==> config.mk <==
export PLATFORM = sky130hd
export DESIGN_NAME = agc_core_regs
export DESIGN_NICKNAME = d
export VERILOG_FILES = /design/src/logic/agc_pkg.sv /design/src/logic/addr_translate.sv /design/src/logic/agc_core_regs.sv /design/src/logic/central_regs.sv /design/src/logic/io_channels.sv /design/src/logic/ram_bank_map.sv /design/src/logic/rom_bank_map.sv
export SDC_FILE = /design/constraint.sdc
export NUM_CORES = 1
export LEC_CHECK = 0
export ABC_AREA = 1
export BUFFER_PORTS_ARGS = -buffer_cell sky130_fd_sc_hd__buf_2
export CORE_ASPECT_RATIO = 0.6
export CORE_MARGIN = 1.5
export CORE_UTILIZATION = 59
export DETAILED_ROUTE_END_ITERATION = 10
export GPL_ROUTABILITY_DRIVEN = 0
export PLACE_DENSITY = 0.82
export SETUP_SLACK_MARGIN = 0.2
export SYNTH_ARGS = -nofsm -noshare
export SYNTH_HDL_FRONTEND = slang
export SYNTH_SLANG_ARGS = --single-unit
==> constraint.sdc <==
create_clock -name clk -period 1.95 [get_ports clk]
set_input_delay 0.195 -clock clk [delete_from_list [all_inputs] [get_ports clk]]
set_output_delay 0.195 -clock clk [all_outputs]
set_load 0.005 [all_outputs]
==> src/logic/agc_pkg.sv <==
package agc_pkg;

  // Architectural widths
  localparam int WORD_W     = 15;
  localparam int ADDR_W     = 12;
  localparam int ROM_ADDR_W = 14;
  localparam int RAM_ADDR_W = 11;
  localparam int BANK_W     = 3;

  // One machine word, ones' complement
  typedef logic [WORD_W-1:0]     word_t;
  // Software address as seen by instructions
  typedef logic [ADDR_W-1:0]     addr_t;
  // Physical memory addresses
  typedef logic [ROM_ADDR_W-1:0] rom_addr_t;
  typedef logic [RAM_ADDR_W-1:0] ram_addr_t;
  // EB or FB field
  typedef logic [BANK_W-1:0]     bank_t;

  // Central register selects, codes 13 to 15 unused
  typedef enum logic [3:0] {
    A, L, Q, EB, FB, BB, ZERO, CYR, SR, CYL, SL, TIME1, TIME2
  } reg_t;

  // I/O selects
  // Codes 0 to 8 writable, 9 to 13 input words, 14 and 15 unused
  typedef enum logic [3:0] {
    DSKY_REG_1_HIGH  = 4'd0,
    DSKY_REG_1_LOW   = 4'd1,
    DSKY_REG_2_HIGH  = 4'd2,
    DSKY_REG_2_LOW   = 4'd3,
    DSKY_REG_3_HIGH  = 4'd4,
    DSKY_REG_3_LOW   = 4'd5,
    DSKY_PROG_NUM    = 4'd6,
    DSKY_LAMPS       = 4'd7,
    AXI_CALC_RES     = 4'd8,
    DSKY_VERB        = 4'd9,
    DSKY_NOUN        = 4'd10,
    AXI_MISSION_TIME = 4'd11,
    AXI_APOGEE       = 4'd12,
    AXI_PERIGEE      = 4'd13
  } io_reg_t;

  // Memory map, software side
  localparam addr_t ROM_FIXED_BASE       = 12'o4000;
  localparam addr_t ROM_BANK_SIZE        = 12'o2000;
  localparam addr_t RAM_FIXED_LIMIT      = 12'o1400;
  localparam addr_t RAM_BANK_SIZE        = 12'o0400;
  localparam addr_t RAM_HIGH_BANK_OFFSET = 12'o2000;
  // Reads at or above this go to ROM
  localparam addr_t ERASABLE_LIMIT       = 12'o2000;

  // ROM address parked on while a read targets RAM
  localparam rom_addr_t ROM_IDLE_ADDR = 14'o2000;

  // Bank field positions inside a word
  localparam int EB_LSB = 9;
  localparam int FB_LSB = 12;

  // Program number field on the display
  localparam int PROG_NUM_BITS = 5;

endpackage

==> src/logic/addr_translate.sv <==
`timescale 1ns/100ps

module addr_translate (
  input  agc_pkg::addr_t     addr_pc,
  input  agc_pkg::addr_t     addr_rd,
  input  agc_pkg::addr_t     addr_wr,
  input  agc_pkg::bank_t     bits_eb,
  input  agc_pkg::bank_t     bits_fb,
  input  logic               mem_wr_req,
  output agc_pkg::rom_addr_t rom_addr_pc,
  output agc_pkg::rom_addr_t rom_addr_rd,
  output agc_pkg::ram_addr_t ram_addr_rd,
  output agc_pkg::ram_addr_t ram_addr_wr,
  output logic               ram_wr_en
);
  import agc_pkg::*;

  rom_addr_t rom_rd_map;
  ram_addr_t ram_rd_map;
  logic      rd_is_rom;
  logic      wr_is_ram;

  // Instruction fetch always from ROM
  rom_bank_map i_rom_pc (.addr_soft(addr_pc), .bits_fb(bits_fb), .addr_rom(rom_addr_pc));

  // Both translations of the read address, one is kept
  rom_bank_map i_rom_rd (.addr_soft(addr_rd), .bits_fb(bits_fb), .addr_rom(rom_rd_map));
  ram_bank_map i_ram_rd (.addr_soft(addr_rd), .bits_eb(bits_eb), .addr_ram(ram_rd_map));

  // Writes only ever land in erasable memory
  ram_bank_map i_ram_wr (.addr_soft(addr_wr), .bits_eb(bits_eb), .addr_ram(ram_addr_wr));

  assign rd_is_rom = addr_rd >= ERASABLE_LIMIT;
  assign wr_is_ram = addr_wr < ERASABLE_LIMIT;

  // Unused memory gets a parked address
  assign rom_addr_rd = rd_is_rom ? rom_rd_map : ROM_IDLE_ADDR;
  assign ram_addr_rd = rd_is_rom ? '0 : ram_rd_map;

  // Stores aimed at ROM are dropped
  assign ram_wr_en = mem_wr_req && wr_is_ram;

endmodule

==> src/logic/agc_core_regs.sv <==
`timescale 1ns/100ps

module agc_core_regs (
  input  logic               clk,
  input  logic               rst_l,
  // Central register file
  input  logic               wr1_en,
  input  logic               wr2_en,
  input  agc_pkg::reg_t      wr1_sel,
  input  agc_pkg::reg_t      wr2_sel,
  input  agc_pkg::word_t     wr1_data,
  input  agc_pkg::word_t     wr2_data,
  input  agc_pkg::reg_t      rs1_sel,
  input  agc_pkg::reg_t      rs2_sel,
  output agc_pkg::word_t     rs1_data,
  output agc_pkg::word_t     rs2_data,
  // I/O registers
  input  logic               io_wr_en,
  input  agc_pkg::io_reg_t   io_wr_sel,
  input  agc_pkg::word_t     io_wr_data,
  input  agc_pkg::io_reg_t   io_rd_sel,
  input  agc_pkg::word_t     dsky_verb,
  input  agc_pkg::word_t     dsky_noun,
  input  agc_pkg::word_t     mission_time,
  input  agc_pkg::word_t     apogee,
  input  agc_pkg::word_t     perigee,
  output agc_pkg::word_t     io_rd_data,
  // Address translation
  input  agc_pkg::addr_t     addr_pc,
  input  agc_pkg::addr_t     addr_rd,
  input  agc_pkg::addr_t     addr_wr,
  input  logic               mem_wr_req,
  output agc_pkg::rom_addr_t rom_addr_pc,
  output agc_pkg::rom_addr_t rom_addr_rd,
  output agc_pkg::ram_addr_t ram_addr_rd,
  output agc_pkg::ram_addr_t ram_addr_wr,
  output logic               ram_wr_en
);
  import agc_pkg::*;

  // Bank bits stay inside
  bank_t bits_eb;
  bank_t bits_fb;

  central_regs i_central_regs (
    .clk      (clk),
    .rst_l    (rst_l),
    .wr1_en   (wr1_en),
    .wr2_en   (wr2_en),
    .wr1_sel  (wr1_sel),
    .wr2_sel  (wr2_sel),
    .wr1_data (wr1_data),
    .wr2_data (wr2_data),
    .rs1_sel  (rs1_sel),
    .rs2_sel  (rs2_sel),
    .rs1_data (rs1_data),
    .rs2_data (rs2_data),
    .bits_eb  (bits_eb),
    .bits_fb  (bits_fb)
  );

  io_channels i_io_channels (
    .clk          (clk),
    .rst_l        (rst_l),
    .io_wr_en     (io_wr_en),
    .io_wr_sel    (io_wr_sel),
    .io_wr_data   (io_wr_data),
    .io_rd_sel    (io_rd_sel),
    .dsky_verb    (dsky_verb),
    .dsky_noun    (dsky_noun),
    .mission_time (mission_time),
    .apogee       (apogee),
    .perigee      (perigee),
    .io_rd_data   (io_rd_data)
  );

  addr_translate i_addr_translate (
    .addr_pc     (addr_pc),
    .addr_rd     (addr_rd),
    .addr_wr     (addr_wr),
    .bits_eb     (bits_eb),
    .bits_fb     (bits_fb),
    .mem_wr_req  (mem_wr_req),
    .rom_addr_pc (rom_addr_pc),
    .rom_addr_rd (rom_addr_rd),
    .ram_addr_rd (ram_addr_rd),
    .ram_addr_wr (ram_addr_wr),
    .ram_wr_en   (ram_wr_en)
  );

endmodule

==> src/logic/central_regs.sv <==
`timescale 1ns/100ps

module central_regs (
  input  logic           clk,
  input  logic           rst_l,
  input  logic           wr1_en,
  input  logic           wr2_en,
  input  agc_pkg::reg_t  wr1_sel,
  input  agc_pkg::reg_t  wr2_sel,
  input  agc_pkg::word_t wr1_data,
  input  agc_pkg::word_t wr2_data,
  input  agc_pkg::reg_t  rs1_sel,
  input  agc_pkg::reg_t  rs2_sel,
  output agc_pkg::word_t rs1_data,
  output agc_pkg::word_t rs2_data,
  output agc_pkg::bank_t bits_eb,
  output agc_pkg::bank_t bits_fb
);
  import agc_pkg::*;

  // Stored state
  word_t reg_a, reg_l, reg_q;
  bank_t reg_eb, reg_fb;
  word_t reg_cyr, reg_sr, reg_cyl, reg_sl;
  word_t reg_time1, reg_time2;

  // State after the coming edge
  word_t nxt_a, nxt_l, nxt_q;
  bank_t nxt_eb, nxt_fb;
  word_t nxt_cyr, nxt_sr, nxt_cyl, nxt_sl;
  word_t nxt_time1, nxt_time2;

  // Per-port write and read views, index 0 is port 1
  logic  wr_en  [2];
  reg_t  wr_sel [2];
  word_t wr_fmt [2];
  reg_t  rs_sel [2];
  logic  rs_hit [2];
  word_t rs_view [2];

  // Editing registers keep a shifted copy
  function automatic word_t format_write(input reg_t sel, input word_t data);
    word_t fmt;
    case (sel)
      CYR:     fmt = {data[0], data[WORD_W-1:1]};
      // Arithmetic shift, sign kept
      SR:      fmt = {data[WORD_W-1], data[WORD_W-1:1]};
      CYL:     fmt = {data[WORD_W-2:0], data[WORD_W-1]};
      SL:      fmt = {data[WORD_W-2:0], 1'b0};
      default: fmt = data;
    endcase
    return fmt;
  endfunction

  // Word seen on a read port for a given register set
  function automatic word_t read_view(
    input reg_t  sel,
    input word_t a, l, q,
    input bank_t eb, fb,
    input word_t cyr, sr, cyl, sl,
    input word_t t1, t2
  );
    word_t view;
    view = '0;
    case (sel)
      A:     view = a;
      L:     view = l;
      Q:     view = q;
      // Bank registers show only their field
      EB:    view[EB_LSB +: BANK_W] = eb;
      FB:    view[FB_LSB +: BANK_W] = fb;
      BB: begin
        view[EB_LSB +: BANK_W] = eb;
        view[FB_LSB +: BANK_W] = fb;
      end
      CYR:   view = cyr;
      SR:    view = sr;
      CYL:   view = cyl;
      SL:    view = sl;
      TIME1: view = t1;
      TIME2: view = t2;
      // ZERO and unused codes
      default: view = '0;
    endcase
    return view;
  endfunction

  // Formatting done once per port
  always_comb begin
    wr_en[0]  = wr1_en;
    wr_en[1]  = wr2_en;
    wr_sel[0] = wr1_sel;
    wr_sel[1] = wr2_sel;
    wr_fmt[0] = format_write(wr1_sel, wr1_data);
    wr_fmt[1] = format_write(wr2_sel, wr2_data);
    rs_sel[0] = rs1_sel;
    rs_sel[1] = rs2_sel;
  end

  // Next state, port 2 applied last so it wins
  always_comb begin
    nxt_a     = reg_a;
    nxt_l     = reg_l;
    nxt_q     = reg_q;
    nxt_eb    = reg_eb;
    nxt_fb    = reg_fb;
    nxt_cyr   = reg_cyr;
    nxt_sr    = reg_sr;
    nxt_cyl   = reg_cyl;
    nxt_sl    = reg_sl;
    nxt_time1 = reg_time1;
    nxt_time2 = reg_time2;
    for (int p = 0; p < 2; p++) begin
      if (wr_en[p]) begin
        case (wr_sel[p])
          A:     nxt_a = wr_fmt[p];
          L:     nxt_l = wr_fmt[p];
          Q:     nxt_q = wr_fmt[p];
          EB:    nxt_eb = wr_fmt[p][EB_LSB +: BANK_W];
          FB:    nxt_fb = wr_fmt[p][FB_LSB +: BANK_W];
          // BB sets both fields at once
          BB: begin
            nxt_eb = wr_fmt[p][EB_LSB +: BANK_W];
            nxt_fb = wr_fmt[p][FB_LSB +: BANK_W];
          end
          CYR:   nxt_cyr = wr_fmt[p];
          SR:    nxt_sr = wr_fmt[p];
          CYL:   nxt_cyl = wr_fmt[p];
          SL:    nxt_sl = wr_fmt[p];
          TIME1: nxt_time1 = wr_fmt[p];
          TIME2: nxt_time2 = wr_fmt[p];
          default: begin
            // ZERO and unused codes drop the write
          end
        endcase
      end
    end
  end

  always_ff @(posedge clk or negedge rst_l) begin
    if (!rst_l) begin
      reg_a     <= '0;
      reg_l     <= '0;
      reg_q     <= '0;
      reg_eb    <= '0;
      reg_fb    <= '0;
      reg_cyr   <= '0;
      reg_sr    <= '0;
      reg_cyl   <= '0;
      reg_sl    <= '0;
      reg_time1 <= '0;
      reg_time2 <= '0;
    end else begin
      reg_a     <= nxt_a;
      reg_l     <= nxt_l;
      reg_q     <= nxt_q;
      reg_eb    <= nxt_eb;
      reg_fb    <= nxt_fb;
      reg_cyr   <= nxt_cyr;
      reg_sr    <= nxt_sr;
      reg_cyl   <= nxt_cyl;
      reg_sl    <= nxt_sl;
      reg_time1 <= nxt_time1;
      reg_time2 <= nxt_time2;
    end
  end

  // Read ports, forwarded from next state on a write hit
  always_comb begin
    for (int p = 0; p < 2; p++) begin
      rs_hit[p] = (wr_en[0] && (wr_sel[0] == rs_sel[p])) ||
                  (wr_en[1] && (wr_sel[1] == rs_sel[p]));
      if (rs_hit[p]) begin
        rs_view[p] = read_view(rs_sel[p], nxt_a, nxt_l, nxt_q, nxt_eb, nxt_fb,
                               nxt_cyr, nxt_sr, nxt_cyl, nxt_sl,
                               nxt_time1, nxt_time2);
      end else begin
        rs_view[p] = read_view(rs_sel[p], reg_a, reg_l, reg_q, reg_eb, reg_fb,
                               reg_cyr, reg_sr, reg_cyl, reg_sl,
                               reg_time1, reg_time2);
      end
    end
  end

  assign rs1_data = rs_view[0];
  assign rs2_data = rs_view[1];

  // Bank taps for address translation, stored state only
  assign bits_eb = reg_eb;
  assign bits_fb = reg_fb;

endmodule

==> src/logic/io_channels.sv <==
`timescale 1ns/100ps

module io_channels (
  input  logic             clk,
  input  logic             rst_l,
  input  logic             io_wr_en,
  input  agc_pkg::io_reg_t io_wr_sel,
  input  agc_pkg::word_t   io_wr_data,
  input  agc_pkg::io_reg_t io_rd_sel,
  input  agc_pkg::word_t   dsky_verb,
  input  agc_pkg::word_t   dsky_noun,
  input  agc_pkg::word_t   mission_time,
  input  agc_pkg::word_t   apogee,
  input  agc_pkg::word_t   perigee,
  output agc_pkg::word_t   io_rd_data
);
  import agc_pkg::*;

  // Display register pairs, codes 0 to 5
  word_t                    dsky_q [6];
  logic [PROG_NUM_BITS-1:0] prog_num_q;
  word_t                    lamps_q;
  word_t                    calc_res_q;

  logic  wr_valid;
  // Write data as it will read back
  word_t wr_view;

  // Only codes 0 to 8 take writes
  assign wr_valid = io_wr_en && (io_wr_sel <= AXI_CALC_RES);

  always_comb begin
    if (io_wr_sel == DSKY_PROG_NUM) begin
      wr_view = {{(WORD_W - PROG_NUM_BITS){1'b0}}, io_wr_data[PROG_NUM_BITS-1:0]};
    end else begin
      wr_view = io_wr_data;
    end
  end

  always_ff @(posedge clk or negedge rst_l) begin
    if (!rst_l) begin
      for (int i = 0; i < 6; i++) begin
        dsky_q[i] <= '0;
      end
      prog_num_q <= '0;
      lamps_q    <= '0;
      calc_res_q <= '0;
    end else if (wr_valid) begin
      case (io_wr_sel)
        DSKY_REG_1_HIGH, DSKY_REG_1_LOW,
        DSKY_REG_2_HIGH, DSKY_REG_2_LOW,
        DSKY_REG_3_HIGH, DSKY_REG_3_LOW: dsky_q[io_wr_sel[2:0]] <= io_wr_data;
        // Low field only
        DSKY_PROG_NUM: prog_num_q <= io_wr_data[PROG_NUM_BITS-1:0];
        DSKY_LAMPS:    lamps_q <= io_wr_data;
        AXI_CALC_RES:  calc_res_q <= io_wr_data;
        default: begin
          // Input words are read only
        end
      endcase
    end
  end

  // Read mux with same-cycle forwarding
  always_comb begin
    if (wr_valid && (io_rd_sel == io_wr_sel)) begin
      io_rd_data = wr_view;
    end else begin
      case (io_rd_sel)
        DSKY_REG_1_HIGH, DSKY_REG_1_LOW,
        DSKY_REG_2_HIGH, DSKY_REG_2_LOW,
        DSKY_REG_3_HIGH, DSKY_REG_3_LOW: io_rd_data = dsky_q[io_rd_sel[2:0]];
        // Upper bits read zero
        DSKY_PROG_NUM:    io_rd_data = {{(WORD_W - PROG_NUM_BITS){1'b0}}, prog_num_q};
        DSKY_LAMPS:       io_rd_data = lamps_q;
        AXI_CALC_RES:     io_rd_data = calc_res_q;
        // Input words pass straight through
        DSKY_VERB:        io_rd_data = dsky_verb;
        DSKY_NOUN:        io_rd_data = dsky_noun;
        AXI_MISSION_TIME: io_rd_data = mission_time;
        AXI_APOGEE:       io_rd_data = apogee;
        AXI_PERIGEE:      io_rd_data = perigee;
        default:          io_rd_data = '0;
      endcase
    end
  end

endmodule

==> src/logic/ram_bank_map.sv <==
`timescale 1ns/100ps

module ram_bank_map (
  input  agc_pkg::addr_t     addr_soft,
  input  agc_pkg::bank_t     bits_eb,
  output agc_pkg::ram_addr_t addr_ram
);
  import agc_pkg::*;

  logic      addr_is_fixed;
  ram_addr_t offset_pre;
  ram_addr_t offset_bank;
  ram_addr_t addr_bank;

  // Fixed erasable below octal 1400 maps one to one
  assign addr_is_fixed = addr_soft < RAM_FIXED_LIMIT;

  // Low two EB bits pick one of four banks
  always_comb begin
    case (bits_eb[1:0])
      2'd0: offset_pre = '0;
      2'd1: offset_pre = ram_addr_t'(RAM_BANK_SIZE);
      2'd2: offset_pre = ram_addr_t'(RAM_BANK_SIZE << 1);
      2'd3: offset_pre = ram_addr_t'(RAM_BANK_SIZE + (RAM_BANK_SIZE << 1));
    endcase
  end

  // EB msb selects the high bank regardless of the low bits
  assign offset_bank = bits_eb[2] ? ram_addr_t'(RAM_HIGH_BANK_OFFSET) : offset_pre;

  // Wraps at 11 bits
  assign addr_bank = addr_soft[RAM_ADDR_W-1:0] + offset_bank;

  assign addr_ram = addr_is_fixed ? addr_soft[RAM_ADDR_W-1:0] : addr_bank;

endmodule

==> src/logic/rom_bank_map.sv <==
`timescale 1ns/100ps

module rom_bank_map (
  input  agc_pkg::addr_t     addr_soft,
  input  agc_pkg::bank_t     bits_fb,
  output agc_pkg::rom_addr_t addr_rom
);
  import agc_pkg::*;

  logic      addr_is_fixed;
  addr_t     addr_fixed;
  rom_addr_t offset_bank;
  rom_addr_t addr_bank;

  // Fixed ROM sits at the top of the software space
  assign addr_is_fixed = addr_soft >= ROM_FIXED_BASE;
  assign addr_fixed    = addr_soft - ROM_FIXED_BASE;

  // FB times bank size, table instead of multiplier
  always_comb begin
    case (bits_fb)
      3'd0: offset_bank = 14'o00000;
      3'd1: offset_bank = 14'o02000;
      3'd2: offset_bank = 14'o04000;
      3'd3: offset_bank = 14'o06000;
      3'd4: offset_bank = 14'o10000;
      3'd5: offset_bank = 14'o12000;
      3'd6: offset_bank = 14'o14000;
      3'd7: offset_bank = 14'o16000;
    endcase
  end

  // Banked window skips past fixed ROM, wraps at 14 bits
  assign addr_bank = rom_addr_t'(addr_soft) + rom_addr_t'(ROM_BANK_SIZE) + offset_bank;

  assign addr_rom = addr_is_fixed ? rom_addr_t'(addr_fixed) : addr_bank;

endmodule

==> results of run 1 <==
==> routing by layer <==
layer | overflow | GRT usage
met5 | 7 | 0.702
met4 | 140 | 0.841
met3 | 79 | 0.855
met2 | 243 | 0.977
met1 | 100 | 0.906
==> per-stage QoR <==
step	instances	setup slack, ns	TNS, ns	area (um2)
after CTS	3894	-0.448	-11.56	28200
after floorplan	2821	0.167	0	18800
after global placement	3678	-0.617	-22.58	23000
after detailed placement	3678	-0.685	-35.01	23000
==> what timing repair did <==
item,in CTS
setup buffers,125
setup endpoints to repair,59
hold endpoints to repair,81
pin swaps,280
gates resized for setup,738
hold buffers,16
gates cloned,26
==> kinds of logic after synthesis <==
kind of cell / Yosys count / share of synthesized area
AO/OA/AOI/OAI: 554 / 0.171
XOR/XNOR: 11 / 0.00516
adder cells (fa/ha/maj): 12 / 0.00966
buffers and inverters: 389 / 0.0863
flip-flops: 266 / 0.357
AND/OR/NAND/NOR: 1589 / 0.371
==> synth_stat cells, drive strengths merged (31+ instances only) <==
cell / n / area share
and2: 111 / 0.037
clkbuf: 83 / 0.017
a21oi: 206 / 0.055
nand2: 815 / 0.17
nor2: 236 / 0.051
o21ai: 186 / 0.050
dfrtp: 266 / 0.36
buf: 58 / 0.019
a22oi: 31 / 0.015
o22ai: 71 / 0.024
nand3: 399 / 0.11
inv: 242 / 0.049
==> impl_metrics.yaml, run 1 <==
global_route:
  grt_max_degree: 58
  grt_pass1_wl_mm: 220
  globalRouteOverflowTotal: 569
  grt_usage: 0.900
  grt_pass1_vias: 33500
cts:
  cts-root-buf: "clkbuf_16"
  clock_path_buffers: 3
  clock-sinks: 266
  h-tree-depth: 1
  numCtsBuffers: 27
die:
  start_util: 0.599
  dieWidth_um: 233
  ios: 282
  num_rows: 50
  die_height_um: 141
placed_design:
  dpl.hpwl_mm: 64.2
  portBuffers: 245
yosys:
  async_flop_share: 1.00
  synth_edf_count: 0
  syn_area_um2: 18700
  seq_area_frac_synth: 0.357
  syn_inst: 2821
  synth.ff_latch_count: 266
  yosysWarnings: 0
  ys.flop_type: "dfrtp_1"
  syn_area_per_cell_um2: 6.61
  synth_fp_nets: 3019
  yosysUniqueCellTypes: 47
run_status:
  stop_stage: "global routing (5_1_grt)"
  tool.error: "[ERROR GRT-0116] Global routing finished with congestion. Check the congestion regions in the DRC Viewer."
  status: "stopped before the end"
==> run 2, diff against run 1 <==
Settings changed: CORE_ASPECT_RATIO 0.6 to unset, CORE_UTILIZATION 59 to 40, PLACE_DENSITY 0.82 to unset, PLACE_DENSITY_LB_ADDON set to 0.15, SETUP_SLACK_MARGIN 0.2 to unset.
==> run 2 against run 1 <==
Net effect: synthesized area unchanged; the flow now finishes, with violations (negative setup slack); synthesized cell count is the same.
==> impl_metrics.yaml, run 2 <==
final_layout:
  areaGrowthSynthToFinish_pct: 58.6
  final_cell_area_um2: 29600
  drive_gt1_frac: 0.401
  final_cells: 4085
  largest_register_ffs: 90
  mostFrequentLayoutCells: "616 x nand2_1, 306 x buf_4, 264 x dfrtp_1"
  mostFrequentLayoutCell: "nand2_1"
  fin_nets: 3653
  fillers: 3744
  top_register: "i_io_channels.dsky_q"
yosys:
  synth_compound_gate_area_share: 0.171
  synth_top_cell_area_share: 0.357
  seq_area_frac_synth: 0.357
  synth_simple_gate_area_frac: 0.371
  synth.most_common_cell: "nand2_1"
  yosysWarnings: 0
  synth_common_cells: "795 x nand2_1, 396 x nand3_1, 266 x dfrtp_1"
  syn_area_per_cell_um2: 6.61
  synth_edf_count: 0
  synth-xor-area-share: 0.00516
  synth_adder_area_share: 0.00966
  yosysUniqueCellTypes: 47
  syn_area_um2: 18700
  synth_top_area_cell: "dfrtp_1"
  synth_top_family_by_area: "simple AND/OR/NAND/NOR gates"
  async_flop_share: 1.00
  synthMuxAreaShare: 0
  syn_inst: 2821
  synth.ff_latch_count: 266
  yosys-top-cells-area: "dfrtp_1 36%, nand2_1 16%, nand3_1 11%, a21oi_1 5.5%, o21ai_0 4.9%"
  synth_fp_nets: 3019
  ys.flop_type: "dfrtp_1"
placed_design:
  dp_slack_ns: -0.905
  dpl-instance-area_um2: 23200
  dpl.hpwl_mm: 61.9
  dpl.cell_count: 3849
  portBuffers: 245
die:
  ios: 282
  num_rows: 78
  start_util: 0.408
  die_height_um: 219
  dieWidth_um: 219
  die_area_um2: 47900
  core_area_um2: 45700
detailed_routing:
  drc_errors: 0
  drt_pass1_iterations: 7
  routed-via-count: 24300
  dr.first_iter.drc_count: 2864
  wl_per_cell_um: 23.0
  antenna_left: 0
  viasPerCell: 5.94
  finalWirelength_mm: 94.1
pwr:
  peakVddDrop_mv: 0.690
  p_per_area_nw_per_um2: 758
  p_total_mw: 22.4
  p_leak_nw: 14.0
cts:
  clkTransAtPathRegs_ns: 0.05
  cts-root-buf: "clkbuf_16"
  clock_latency_ns: 0.56
  cts_tree: "built"
  clock_path_buffers: 3
  numCtsBuffers: 35
  clock-sinks: 266
  h-tree-depth: 2
setup_path:
  worstSetupEndpointType: "output port"
  crit_type: "register to output port"
  cp_max_fo: 2
  critPathLaunchType: "register"
  required_ns: 1.75
  cp_data_arrival_time_ns: 2.29
timing:
  setup_slack_ns: -0.534
  tns_ns: -14.55
  max_slew.worst_pin.slew_ns: 0.535
  fin_crit_sh: 1.27
  slew-limit-headroom: 0.643
  finClkSkew_ns: 0
  grt_setup_unrepaired: "yes"
  fmax_mhz: 403
  hold_violations: 0
  min_period_ns: 2.48
  setup_violations: 42
  final-max-slew-violation-count: 0
global_route:
  grt_pass1_vias: 22800
  grt_antenna_before_repair: 6
  grt_usage: 0.365
  grt_max_degree: 58
  grt_pass1_wl_mm: 133
  globalRouteOverflowTotal: 0
min_path:
  hp-class: "input port to register"
run_status:
  status: "complete, but fails checks"
  violations: "negative setup slack"
run:
  drv_cap: 0
run 2: cell counts after synthesis:
Identical to the previous run, type by type.
run 2: critical path, cell delays in order (launching register included):
cell and delay [ns]:
dfrtp_1 0.41, nor2_4 0.23, ha_4 0.16, inv_2 0.03
fa_2 0.34, xnor2_2 0.16, o21ai_1 0.08, a21oi_1 0.17
buf_2 0.15
run 2: path summary, 6_finish.rpt:
path / startpoint / to / slack [ns] / depth (start not counted)
max: i_central_regs.bits_eb[2] / ram_addr_wr[10] / -0.53 / 8
min: wr2_data[11] / i_central_regs.reg_sl[11] / 0.14 / 4
max reg2reg: i_central_regs.bits_eb[2] / i_central_regs.bits_eb[2] / -0.37 / 15
min reg2reg: i_io_channels.dsky_q[63] / i_io_channels.dsky_q[63] / 0.49 / 2
max in group asynchronous: rst_l / i_central_regs.reg_time1[6] / 1.03 / 3
min in group asynchronous: rst_l / i_io_channels.dsky_q[24] / 0.17 / 2
run 2: layout make-up:
type	instances	area, um2	share of cell area
clock inverter	14	178	0.00600
antenna	7	17.5	0.000592
sequential	266	6660	0.225
timing repair buffer	722	6440	0.218
clock buffer	46	997	0.0337
inverter	248	1030	0.0348
multi-input combinational	2177	13500	0.455
tap	600	751	0.0254
timing repair inverter	5	37.5	0.00127
run 2: per-stage QoR:
stage | hold slack, ns | utilization
floorplan | -0.101 | -
global placement | 0.166 | 0.507
detailed placement | 0.168 | 0.507
CTS | 0.139 | 0.600
global route | 0.184 | 0.647
finish | 0.136 | 0.648
run 2: cells by family (layout without fill, tap and decap cells):
group                    Yosys count  count (layout)
adder cells (fa/ha/maj)           12              12
flip-flops                       266             266
AO/OA/AOI/OAI                    554             554
AND/OR/NAND/NOR                 1589            1600
XOR/XNOR                          11              11
buffers and inverters            389            1035
other                              0               7
run 2: per-layer routing:
layer  track usage  vias up  part of all wire
li1              -    10700                 -
met1         0.455    11400              0.37
met2         0.575     1682              0.44
met3        0.0834      512              0.12
met4         0.222        6             0.075
met5             0        -           0.00048
run 2: repair_timing:
action                                  CTS  global route
endpoints found under the hold margin    81             0
endpoints found under the setup margin   57            58
setup buffers                            88            46
resized for setup                       479           437
pin swaps                               198           249
hold buffers                             16             0
cloned                                   23             5
run 2: power by group:
part           leakage (nW)  switching, mW  internal, mW  total, mW
combinational          10.2           4.54          3.46       8.00
clock                 0.589           2.68          4.12       6.80
sequential             3.23          0.769          6.85       7.62
total                  14.0           7.99          14.4       22.4
Note: power is estimated with default switching activity, not from simulation.
